## src/verilog/sha2_pkg.sv

```systemverilog
// SHA-224 and SHA-256 only; hash words are packed H0 first, i.e. H0 sits in the top 32 bits
`default_nettype none

package sha2_pkg;

    typedef enum logic [0:0] {
        SHA224 = 1'b0,
        SHA256 = 1'b1
    } sha2_mode_t;

    typedef enum logic [2:0] {
        IDLE  = 3'd0,
        LOAD  = 3'd1,
        ROUND = 3'd2,
        ADD   = 3'd3,
        OUT   = 3'd4
    } sha2_state_t;

    localparam int num_rounds      = 64;
    localparam int words_per_block = 8; // 64-bit words per 512-bit block

    // K[0..63], first cube-root fractions of the first 64 primes
    localparam logic [0:63][31:0] round_k = '{
        32'h428a2f98, 32'h71374491, 32'hb5c0fbcf, 32'he9b5dba5, 32'h3956c25b, 32'h59f111f1,
        32'h923f82a4, 32'hab1c5ed5, 32'hd807aa98, 32'h12835b01, 32'h243185be, 32'h550c7dc3,
        32'h72be5d74, 32'h80deb1fe, 32'h9bdc06a7, 32'hc19bf174, 32'he49b69c1, 32'hefbe4786,
        32'h0fc19dc6, 32'h240ca1cc, 32'h2de92c6f, 32'h4a7484aa, 32'h5cb0a9dc, 32'h76f988da,
        32'h983e5152, 32'ha831c66d, 32'hb00327c8, 32'hbf597fc7, 32'hc6e00bf3, 32'hd5a79147,
        32'h06ca6351, 32'h14292967, 32'h27b70a85, 32'h2e1b2138, 32'h4d2c6dfc, 32'h53380d13,
        32'h650a7354, 32'h766a0abb, 32'h81c2c92e, 32'h92722c85, 32'ha2bfe8a1, 32'ha81a664b,
        32'hc24b8b70, 32'hc76c51a3, 32'hd192e819, 32'hd6990624, 32'hf40e3585, 32'h106aa070,
        32'h19a4c116, 32'h1e376c08, 32'h2748774c, 32'h34b0bcb5, 32'h391c0cb3, 32'h4ed8aa4a,
        32'h5b9cca4f, 32'h682e6ff3, 32'h748f82ee, 32'h78a5636f, 32'h84c87814, 32'h8cc70208,
        32'h90befffa, 32'ha4506ceb, 32'hbef9a3f7, 32'hc67178f2
    };

    localparam logic [0:7][31:0] iv_224 = '{
        32'hc1059ed8, 32'h367cd507, 32'h3070dd17, 32'hf70e5939,
        32'hffc00b31, 32'h68581511, 32'h64f98fa7, 32'hbefa4fa4
    };

    localparam logic [0:7][31:0] iv_256 = '{
        32'h6a09e667, 32'hbb67ae85, 32'h3c6ef372, 32'ha54ff53a,
        32'h510e527f, 32'h9b05688c, 32'h1f83d9ab, 32'h5be0cd19
    };

endpackage

`default_nettype wire

```

## src/verilog/mmio_pkg.sv

```systemverilog
// register map of a 32-bit bus, word index taken from address bits 4:2
`default_nettype none

package mmio_pkg;

    typedef enum logic [2:0] {
        CTRL_0    = 3'd0,
        CTRL_1    = 3'd1,
        DATA_I_LO = 3'd2,
        DATA_I_HI = 3'd3,
        DATA_O_LO = 3'd4,
        DATA_O_HI = 3'd5,
        RSVD_0    = 3'd6,
        RSVD_1    = 3'd7
    } reg_idx_t;

    localparam int ctrl0_rst_bit       = 0; // core enable, active high
    localparam int ctrl0_intr_next_bit = 30;
    localparam int ctrl0_intr_done_bit = 31;

    localparam int ctrl1_last_bit = 0;
    localparam int ctrl1_mode_lsb = 1; // two bits, 0 selects SHA-224
    localparam int ctrl1_next_bit = 30;
    localparam int ctrl1_done_bit = 31;

endpackage

`default_nettype wire

```

## src/verilog/sha2_msg_sched.sv

```systemverilog
// each 64-bit input word holds two message words, high half first; clear before the next block
`timescale 1ns/10ps
`default_nettype none

module sha2_msg_sched (
    input  wire         clk_i,
    input  wire         rst_n_i,
    input  wire  [63:0] in_data_i,
    input  wire         in_valid_i,
    input  wire         shift_i,
    input  wire         clear_i,
    output logic        in_ready_o,
    output logic        blk_full_o,
    output logic [31:0] w_o
);

    localparam int cnt_w = $clog2(sha2_pkg::words_per_block) + 1;

    logic [31:0]      win [0:15]; // win[0] is the oldest word
    logic [cnt_w-1:0] cnt;
    logic [31:0]      w_next;
    logic             take;

    function automatic logic [31:0] sigma0(input logic [31:0] x);
        sigma0 = {x[6:0], x[31:7]} ^ {x[17:0], x[31:18]} ^ (x >> 3);
    endfunction

    function automatic logic [31:0] sigma1(input logic [31:0] x);
        sigma1 = {x[16:0], x[31:17]} ^ {x[18:0], x[31:19]} ^ (x >> 10);
    endfunction

    assign take       = in_valid_i & in_ready_o;
    assign in_ready_o = (cnt != cnt_w'(sha2_pkg::words_per_block));
    assign blk_full_o = take & (cnt == cnt_w'(sha2_pkg::words_per_block - 1)); // eighth word now
    assign w_o        = win[0];

    // W[t+16] from the window
    assign w_next = sigma1(win[14]) + win[9] + sigma0(win[1]) + win[0];

    always_ff @(posedge clk_i or negedge rst_n_i) begin
        if (!rst_n_i) begin
            cnt <= '0;
        end else if (clear_i) begin
            cnt <= '0;
        end else if (take) begin
            cnt <= cnt + 1'b1;
        end
    end

    always_ff @(posedge clk_i) begin
        if (take) begin
            for (int i = 0; i < 14; i++) begin
                win[i] <= win[i+2];
            end
            win[14] <= in_data_i[63:32];
            win[15] <= in_data_i[31:0];
        end else if (shift_i) begin
            for (int i = 0; i < 15; i++) begin
                win[i] <= win[i+1];
            end
            win[15] <= w_next;
        end
    end

endmodule

`default_nettype wire

```

## src/verilog/sha2_round.sv

```systemverilog
// one compression round per step; w_i must be the schedule word of round_i in the same cycle
`timescale 1ns/10ps
`default_nettype none

module sha2_round (
    input  wire                                    clk_i,
    input  wire                                    rst_n_i,
    input  wire                                    load_i,
    input  wire                                    step_i,
    input  wire [$clog2(sha2_pkg::num_rounds)-1:0] round_i,
    input  wire [31:0]                             w_i,
    input  wire [255:0]                            h_i,
    output logic [255:0]                           work_o
);

    logic [31:0] a, b, c, d, e, f, g, h;
    logic [31:0] ch;
    logic [31:0] maj;
    logic [31:0] t1;
    logic [31:0] t2;

    function automatic logic [31:0] big_sigma0(input logic [31:0] x);
        big_sigma0 = {x[1:0], x[31:2]} ^ {x[12:0], x[31:13]} ^ {x[21:0], x[31:22]};
    endfunction

    function automatic logic [31:0] big_sigma1(input logic [31:0] x);
        big_sigma1 = {x[5:0], x[31:6]} ^ {x[10:0], x[31:11]} ^ {x[24:0], x[31:25]};
    endfunction

    assign ch  = (e & f) ^ (~e & g);      // e picks f or g
    assign maj = (a & b) ^ (a & c) ^ (b & c);

    assign t1 = h + big_sigma1(e) + ch + sha2_pkg::round_k[round_i] + w_i;
    assign t2 = big_sigma0(a) + maj;

    assign work_o = {a, b, c, d, e, f, g, h};

    always_ff @(posedge clk_i or negedge rst_n_i) begin
        if (!rst_n_i) begin
            {a, b, c, d, e, f, g, h} <= '0;
        end else if (load_i) begin
            {a, b, c, d, e, f, g, h} <= h_i; // start from the current hash state
        end else if (step_i) begin
            a <= t1 + t2;
            b <= a;
            c <= b;
            d <= c;
            e <= d + t1;
            f <= e;
            g <= f;
            h <= g;
        end
    end

endmodule

`default_nettype wire

```

## src/verilog/sha2_digest.sv

```systemverilog
// four 64-bit output words, H0:H1 first; for SHA-224 the low half of the last word reads zero
`timescale 1ns/10ps
`default_nettype none

module sha2_digest (
    input  wire                       clk_i,
    input  wire                       rst_n_i,
    input  wire sha2_pkg::sha2_mode_t mode_i,
    input  wire                       init_i,
    input  wire                       add_i,
    input  wire [255:0]               work_i,
    input  wire                       out_ready_i,
    input  wire                       out_en_i,
    output logic [255:0]              h_o,
    output logic [63:0]               out_data_o,
    output logic                      out_valid_o,
    output logic                      out_empty_o
);

    logic [0:7][31:0] hs;
    logic [0:7][31:0] work;
    logic [0:7][31:0] iv;
    logic [1:0]       ptr;   // output word, 0..3
    logic [31:0]      lo_word;

    assign work = work_i;
    assign iv   = (mode_i == sha2_pkg::SHA224) ? sha2_pkg::iv_224 : sha2_pkg::iv_256;

    // IV shows through while it is being loaded, so the rounds can start from it
    assign h_o = init_i ? iv : hs;

    assign lo_word     = (mode_i == sha2_pkg::SHA224 && ptr == 2'd3) ? 32'h0 : hs[{ptr, 1'b1}];
    assign out_data_o  = {hs[{ptr, 1'b0}], lo_word};
    assign out_valid_o = out_en_i & ~out_empty_o;

    always_ff @(posedge clk_i) begin
        if (init_i) begin
            hs <= iv;
        end else if (add_i) begin
            for (int i = 0; i < 8; i++) begin
                hs[i] <= hs[i] + work[i];
            end
        end
    end

    always_ff @(posedge clk_i or negedge rst_n_i) begin
        if (!rst_n_i) begin
            ptr         <= '0;
            out_empty_o <= 1'b0;
        end else if (init_i) begin
            ptr         <= '0;
            out_empty_o <= 1'b0;
        end else if (out_valid_o && out_ready_i) begin
            ptr <= ptr + 1'b1; // wraps back to 0 after the fourth word
            if (ptr == 2'd3) begin
                out_empty_o <= 1'b1;
            end
        end
    end

endmodule

`default_nettype wire

```

## src/verilog/sha2.sv

```systemverilog
// whole 512-bit blocks only; last and mode are sampled as each block starts, 66 cycles per block
`timescale 1ns/10ps
`default_nettype none

module sha2 (
    input  wire                       clk_i,
    input  wire                       rst_n_i,
    input  wire sha2_pkg::sha2_mode_t mode_i,
    input  wire                       last_i,
    input  wire [63:0]                in_data_i,
    input  wire                       in_valid_i,
    output logic                      in_ready_o,
    output logic [63:0]               out_data_o,
    output logic                      out_valid_o,
    input  wire                       out_ready_i,
    output logic                      next_o,
    output logic                      done_o
);

    localparam int rnd_w = $clog2(sha2_pkg::num_rounds);

    sha2_pkg::sha2_state_t state;
    sha2_pkg::sha2_mode_t  mode_q;
    sha2_pkg::sha2_mode_t  dig_mode;

    logic [rnd_w-1:0] round;
    logic             last_q;
    logic             msg_first; // next block begins a new message
    logic             idle;
    logic             sched_ready;
    logic             blk_full;
    logic             out_empty;
    logic             dig_init;
    logic [31:0]      w;
    logic [255:0]     h;
    logic [255:0]     work;

    assign idle       = (state == sha2_pkg::IDLE);
    assign in_ready_o = sched_ready & idle;
    assign next_o     = idle & ~msg_first;
    assign done_o     = (state == sha2_pkg::OUT) & ~out_empty;

    // first block takes the IV of the mode written for it, not of the previous message
    assign dig_mode = (state == sha2_pkg::LOAD) ? mode_i : mode_q;
    assign dig_init = ((state == sha2_pkg::LOAD) & msg_first)
                    | ((state == sha2_pkg::OUT) & out_empty);

    always_ff @(posedge clk_i or negedge rst_n_i) begin
        if (!rst_n_i) begin
            state     <= sha2_pkg::IDLE;
            round     <= '0;
            last_q    <= 1'b0;
            mode_q    <= sha2_pkg::SHA224;
            msg_first <= 1'b1;
        end else begin
            case (state)
                sha2_pkg::IDLE: if (blk_full) state <= sha2_pkg::LOAD;
                sha2_pkg::LOAD: begin
                    state     <= sha2_pkg::ROUND;
                    round     <= '0;
                    last_q    <= last_i;
                    mode_q    <= mode_i;
                    msg_first <= 1'b0;
                end
                sha2_pkg::ROUND: begin
                    round <= round + 1'b1;
                    if (round == rnd_w'(sha2_pkg::num_rounds - 1)) state <= sha2_pkg::ADD;
                end
                sha2_pkg::ADD: state <= last_q ? sha2_pkg::OUT : sha2_pkg::IDLE;
                sha2_pkg::OUT: begin
                    if (out_empty) begin
                        state     <= sha2_pkg::IDLE;
                        msg_first <= 1'b1;
                    end
                end
                default: state <= sha2_pkg::IDLE;
            endcase
        end
    end

    sha2_msg_sched i_sched (
        .clk_i      (clk_i),
        .rst_n_i    (rst_n_i),
        .in_data_i  (in_data_i),
        .in_valid_i (in_valid_i & idle),
        .shift_i    (state == sha2_pkg::ROUND),
        .clear_i    (state == sha2_pkg::ADD),
        .in_ready_o (sched_ready),
        .blk_full_o (blk_full),
        .w_o        (w)
    );

    sha2_round i_round (
        .clk_i   (clk_i),
        .rst_n_i (rst_n_i),
        .load_i  (state == sha2_pkg::LOAD),
        .step_i  (state == sha2_pkg::ROUND),
        .round_i (round),
        .w_i     (w),
        .h_i     (h),
        .work_o  (work)
    );

    sha2_digest i_digest (
        .clk_i       (clk_i),
        .rst_n_i     (rst_n_i),
        .mode_i      (dig_mode),
        .init_i      (dig_init),
        .add_i       (state == sha2_pkg::ADD),
        .work_i      (work),
        .out_ready_i (out_ready_i),
        .out_en_i    (state == sha2_pkg::OUT),
        .h_o         (h),
        .out_data_o  (out_data_o),
        .out_valid_o (out_valid_o),
        .out_empty_o (out_empty)
    );

endmodule

`default_nettype wire

```

## src/verilog/mmio_sha2.sv

```systemverilog
// software pads messages to whole blocks; one DATA_I_HI write per accepted word, addr_width >= 5
`timescale 1ns/10ps
`default_nettype none

module mmio_sha2 #(
    parameter int addr_width = 8
) (
    input  wire                  clk_i,
    input  wire                  rst_n_i,
    input  wire                  wr_en_i,
    input  wire [addr_width-1:0] wr_addr_i,
    input  wire [31:0]           wr_data_i,
    input  wire                  rd_en_i,
    input  wire [addr_width-1:0] rd_addr_i,
    output logic [31:0]          rd_data_o,
    output logic                 intr_o
);

    mmio_pkg::reg_idx_t   wr_idx;
    mmio_pkg::reg_idx_t   rd_idx;
    sha2_pkg::sha2_mode_t core_mode;

    logic        soft_rst_n;
    logic        core_rst_n;
    logic        last;
    logic [1:0]  mode;
    logic        intr_next;
    logic        intr_done;
    logic [31:0] stage_lo;
    logic [31:0] stage_hi;
    logic [63:0] in_data;
    logic        in_valid;
    logic        in_ready;
    logic [63:0] out_data;
    logic        out_valid;
    logic        out_ready;
    logic        core_next;
    logic        core_done;
    logic        next_d;
    logic        done_d;
    logic        ctrl0_rd;
    logic [31:0] rd_mux;

    assign wr_idx = mmio_pkg::reg_idx_t'(wr_addr_i[4:2]);
    assign rd_idx = mmio_pkg::reg_idx_t'(rd_addr_i[4:2]);

    assign core_rst_n = rst_n_i & soft_rst_n; // core stays idle until CTRL_0 bit 0 is set
    assign core_mode  = (mode == 2'b00) ? sha2_pkg::SHA224 : sha2_pkg::SHA256;
    assign ctrl0_rd   = rd_en_i & (rd_idx == mmio_pkg::CTRL_0);
    assign intr_o     = intr_next | intr_done;

    always_comb begin
        rd_mux = '0;
        case (rd_idx)
            mmio_pkg::CTRL_0: begin
                rd_mux[mmio_pkg::ctrl0_rst_bit]       = soft_rst_n;
                rd_mux[mmio_pkg::ctrl0_intr_next_bit] = intr_next;
                rd_mux[mmio_pkg::ctrl0_intr_done_bit] = intr_done;
            end
            mmio_pkg::CTRL_1: begin
                rd_mux[mmio_pkg::ctrl1_last_bit]      = last;
                rd_mux[mmio_pkg::ctrl1_mode_lsb +: 2] = mode;
                rd_mux[mmio_pkg::ctrl1_next_bit]      = core_next; // live status
                rd_mux[mmio_pkg::ctrl1_done_bit]      = core_done;
            end
            mmio_pkg::DATA_I_LO: rd_mux = stage_lo;
            mmio_pkg::DATA_I_HI: rd_mux = stage_hi;
            mmio_pkg::DATA_O_LO: rd_mux = out_data[31:0];
            mmio_pkg::DATA_O_HI: rd_mux = out_data[63:32];
            default:             rd_mux = '0;
        endcase
    end

    always_ff @(posedge clk_i or negedge rst_n_i) begin
        if (!rst_n_i) begin
            soft_rst_n <= 1'b0;
            last       <= 1'b0;
            mode       <= 2'b00;
            stage_lo   <= '0;
            stage_hi   <= '0;
        end else if (wr_en_i) begin
            case (wr_idx)
                mmio_pkg::CTRL_0: soft_rst_n <= wr_data_i[mmio_pkg::ctrl0_rst_bit];
                mmio_pkg::CTRL_1: begin
                    last <= wr_data_i[mmio_pkg::ctrl1_last_bit];
                    mode <= wr_data_i[mmio_pkg::ctrl1_mode_lsb +: 2];
                end
                mmio_pkg::DATA_I_LO: stage_lo <= wr_data_i;
                mmio_pkg::DATA_I_HI: stage_hi <= wr_data_i;
                default: ;
            endcase
        end
    end

    // the HI write completes a word, it is held here until the core takes it
    always_ff @(posedge clk_i or negedge rst_n_i) begin
        if (!rst_n_i) begin
            in_valid <= 1'b0;
            in_data  <= '0;
        end else if (wr_en_i && wr_idx == mmio_pkg::DATA_I_HI) begin
            in_valid <= 1'b1;
            in_data  <= {wr_data_i, stage_lo};
        end else if (in_ready) begin
            in_valid <= 1'b0;
        end
    end

    always_ff @(posedge clk_i or negedge rst_n_i) begin
        if (!rst_n_i) begin
            rd_data_o <= '0;
            out_ready <= 1'b0;
            next_d    <= 1'b0;
            done_d    <= 1'b0;
            intr_next <= 1'b0;
            intr_done <= 1'b0;
        end else begin
            if (rd_en_i) begin
                rd_data_o <= rd_mux;
            end
            out_ready <= out_valid & rd_en_i & (rd_idx == mmio_pkg::DATA_O_HI);
            next_d    <= core_next;
            done_d    <= core_done;
            if (core_next && !next_d) begin
                intr_next <= 1'b1; // new edge beats the clearing read
            end else if (ctrl0_rd) begin
                intr_next <= 1'b0;
            end
            if (core_done && !done_d) begin
                intr_done <= 1'b1;
            end else if (ctrl0_rd) begin
                intr_done <= 1'b0;
            end
        end
    end

    sha2 i_sha2 (
        .clk_i       (clk_i),
        .rst_n_i     (core_rst_n),
        .mode_i      (core_mode),
        .last_i      (last),
        .in_data_i   (in_data),
        .in_valid_i  (in_valid),
        .in_ready_o  (in_ready),
        .out_data_o  (out_data),
        .out_valid_o (out_valid),
        .out_ready_i (out_ready),
        .next_o      (core_next),
        .done_o      (core_done)
    );

endmodule

`default_nettype wire

```

## config.mk

```make
export PLATFORM = sky130hd
export DESIGN_NAME = mmio_sha2
export DESIGN_NICKNAME = d
export VERILOG_FILES = /design/src/verilog/sha2_pkg.sv /design/src/verilog/mmio_pkg.sv /design/src/verilog/sha2_msg_sched.sv /design/src/verilog/sha2_round.sv /design/src/verilog/sha2_digest.sv /design/src/verilog/sha2.sv /design/src/verilog/mmio_sha2.sv
export SDC_FILE = /design/constraint.sdc
export NUM_CORES = 2
export LEC_CHECK = 0
export ABC_CLOCK_PERIOD_IN_PS = 20700
export BUFFER_PORTS_ARGS = -buffer_cell sky130_fd_sc_hd__clkbuf_2
export CORE_MARGIN = 5
export CORE_UTILIZATION = 30
export CTS_CLUSTER_DIAMETER = 60
export DETAILED_ROUTE_END_ITERATION = 16
export GPL_TIMING_DRIVEN = 0
export PLACE_DENSITY_LB_ADDON = 0.3
export SLEW_MARGIN = 20
export SYNTH_ARGS = -nofsm -noshare
export SYNTH_HDL_FRONTEND = slang
export SYNTH_SLANG_ARGS = --single-unit
```

## constraint.sdc

```tcl
create_clock -name clk_i -period 20.7 [get_ports clk_i]
set_clock_uncertainty 0.2 [all_clocks]
set_input_delay 2.07 -clock clk_i [delete_from_list [all_inputs] [get_ports clk_i]]
set_output_delay 2.07 -clock clk_i [all_outputs]
set_load 0.01 [all_outputs]
```

==> results.py <==
metrics = {
    "critical_path": {
        "cp-end-kind": "flop",
        "cp_slowest_stage_delay_ps": 1010,
        "critPathLaunchType": "flop",
        "rr_worst_depth": 34,
        "path_depth": 34,
        "rrSetupSlack_ps": 7850,
        "reg2reg_from": "i_sha2.round[3]",
        "path_class": "reg2reg",
        "worst_path_max_delay_cell": "xnor2_1",
        "timing.rr.end": "i_sha2.i_round.a[31]",
        "cp.required_ps": 21250,
        "worst-path-buf-inv": 7,
        "crit_family": "compound AO/OA/AOI/OAI gates",
        "path_max_fanout": 10,
        "cp_data_arrival_time_ps": 13400,
    },
    "timing": {
        "rsz0062_at_grt": "no",
        "fin_crit_sh": 0.621,
        "drv_slew": 0,
        "tightest_slew_ps": 1360,
        "fmax_ghz": 0.0778,
        "max-slew-margin-rel": 0.0914,
        "finalSetupViolations": 0,
        "hold_viol": 0,
        "whs_ps": 223,
        "finalCriticalPeriod_ps": 12850,
        "setup_tns_ps": 0,
    },
    "final_layout": {
        "layout.nets": 9294,
        "largest_reg_flops": 512,
        "final_area_um2": 90300,
        "reg_top3": "i_sha2.i_sched.win x512, i_sha2.i_digest.hs x256",
        "syn_to_final_growth_pct": 14.3,
        "drive_gt1_frac": 0.0778,
        "layout_common_cells": "nand2_1 (1973), edfxtp_1 (768), o21ai_0 (499), a21oi_1 (466), clkbuf_1 (427)",
        "largest_register": "i_sha2.i_sched.win",
        "layout_commonest_cell": "nand2_1",
    },
    "routing": {
        "firstDrtPassIters": 8,
        "ant_nets": 0,
        "wl_per_cell_um": 34.1,
        "viasPerCell": 5.74,
        "wl_mm": 420,
        "via_count": 70605,
        "drc": 0,
        "drt_iter0_drc": 9797,
    },
    "status": {
        "run_status": "finished clean",
    },
    "cts": {
        "numClockSinks": 1181,
        "cts_setup_buffers": 0,
        "cts_tree": "yes",
        "clock-root-buffer": "clkbuf_16",
        "cts_hold_buf": 0,
        "clk_path_buf_depth": 4,
        "cts-buffers-inserted": 166,
        "cts_resized": 0,
        "clkLatencyLatePin_ps": 870,
        "cts_max_level": 4,
        "path_clk_slew_ps": 60,
    },
    "place": {
        "port_buffers": 71,
        "gp_congestion": 1.08,
        "dp_hpwl_mm": 335,
        "dpl_cell_area_um2": 84900,
    },
    "worst_hold_path": {
        "hp-class": "reg2async",
    },
    "global_routing": {
        "grt-ovfl-total": 0,
        "grt_pass1_vias": 66162,
        "grt_pass1_wl_mm": 562,
        "antenna_found_initial": 36,
        "grt_max_degree": 82,
        "grt_usage": 0.297,
    },
    "synthesis": {
        "synth_area_um2": 79000,
        "syn_nets": 9014,
        "syn_area_per_cell_um2": 9.43,
        "synth_cell_types": 99,
        "ys_seq_area_frac": 0.423,
        "async_flop_share": 0.350,
        "netlist_instances": 8374,
        "yosys_warnings": 0,
        "ys_seq_elements": 1181,
        "synth-edff-count": 768,
        "ys.flop_type": "edfxtp_1",
    },
    "floorplan": {
        "die_h_um": 523,
        "initial_core_util": 0.301,
        "fp.dieArea_um2": 274000,
        "pin_count": 85,
        "fp.coreArea_um2": 262000,
        "rows": 188,
        "die_x_um": 523,
    },
    "job": {
        "maxCapViolCount": 0,
    },
}
worst max-delay path by stage:
stage                    start                   endpoint  slack [ps]
2_1_floorplan  i_sha2.state[1]   i_sha2.i_sched.win[0][0]        6990
3_3_place_gp   i_sha2.state[1]  i_sha2.i_sched.win[2][14]       -3250
3_5_place_dp   i_sha2.round[3]       i_sha2.i_round.a[31]        8160
4_1_cts        i_sha2.round[3]       i_sha2.i_round.a[31]        8150
5_1_grt        i_sha2.round[3]       i_sha2.i_round.a[31]        7660
6_report       i_sha2.round[3]       i_sha2.i_round.a[31]        7850
metrics by stage:
| step | cells | setup WS (ps) | util |
|---|---|---|---|
| detailed placement | 12001 | 8160 | 0.324 |
| global placement | 11960 | -3250 | 0.319 |
| global route | 12292 | 7660 | 0.344 |
| floorplan | 8374 | 6990 | - |
| CTS | 12289 | 8150 | 0.344 |
| finish | 12310 | 7850 | 0.344 |
Yosys cell counts, drive strengths merged (91+ instances only):
cell type / count / share of area
nor3: 91 / 0.0059
clkbuf: 458 / 0.022
ha: 393 / 0.062
o21ai: 517 / 0.033
xor2: 213 / 0.024
nand3: 91 / 0.0058
edfxtp: 768 / 0.29
dfrtp: 412 / 0.13
fa: 195 / 0.049
nand2: 1974 / 0.094
mux2: 105 / 0.015
inv: 409 / 0.019
a21o: 192 / 0.018
a211oi: 147 / 0.014
a31oi: 126 / 0.010
mux2i: 111 / 0.014
xnor2: 332 / 0.037
a21oi: 469 / 0.030
nor2: 404 / 0.019
worst register-to-register path, delay by kind of cell, from the launching register on:
family                   cells  cell delay, ps
AND/OR/NAND/NOR              3             370
XOR/XNOR                     2            1430
buffers and inverters        7            3250
adder cells (fa/ha/maj)      5            2380
AO/OA/AOI/OAI               17            4850
flip-flops                   1             320
cell type report:
type / instances / area [µm²]
clock inverter: 82 / 766
tap: 3515 / 4400
multi-input combinational: 6285 / 42200
timing repair buffer: 112 / 1400
inverter: 411 / 1540
buffer: 497 / 1950
sequential: 1181 / 33400
clock buffer: 206 / 4540
fill: 26897 / 172000
antenna: 21 / 52.6
logic make-up (layout without fill, tap and decap cells):
group,Yosys count,count (layout),share of synthesized area
other cells,0,21,0
simple gates,2861,2861,0.150
fa+ha+maj,591,591,0.112
mux,292,292,0.0507
compound gates,1994,1994,0.161
buf+inv,908,1308,0.0432
xor+xnor,547,547,0.0610
flops,1181,1181,0.423
routing by layer:
| layer | track usage | wire length, µm | up-vias |
|---|---|---|---|
| met5 | 0 | 131 | - |
| met4 | 0.210 | 37000 | 14 |
| met3 | 0.0692 | 40100 | 1122 |
| met2 | 0.440 | 178000 | 4221 |
| met1 | 0.381 | 165000 | 35211 |
| li1 | - | - | 30037 |
Power is left out: the tool's default activity adds up to more than one toggle a clock period on the data nets, which glitch-free logic cannot reach.
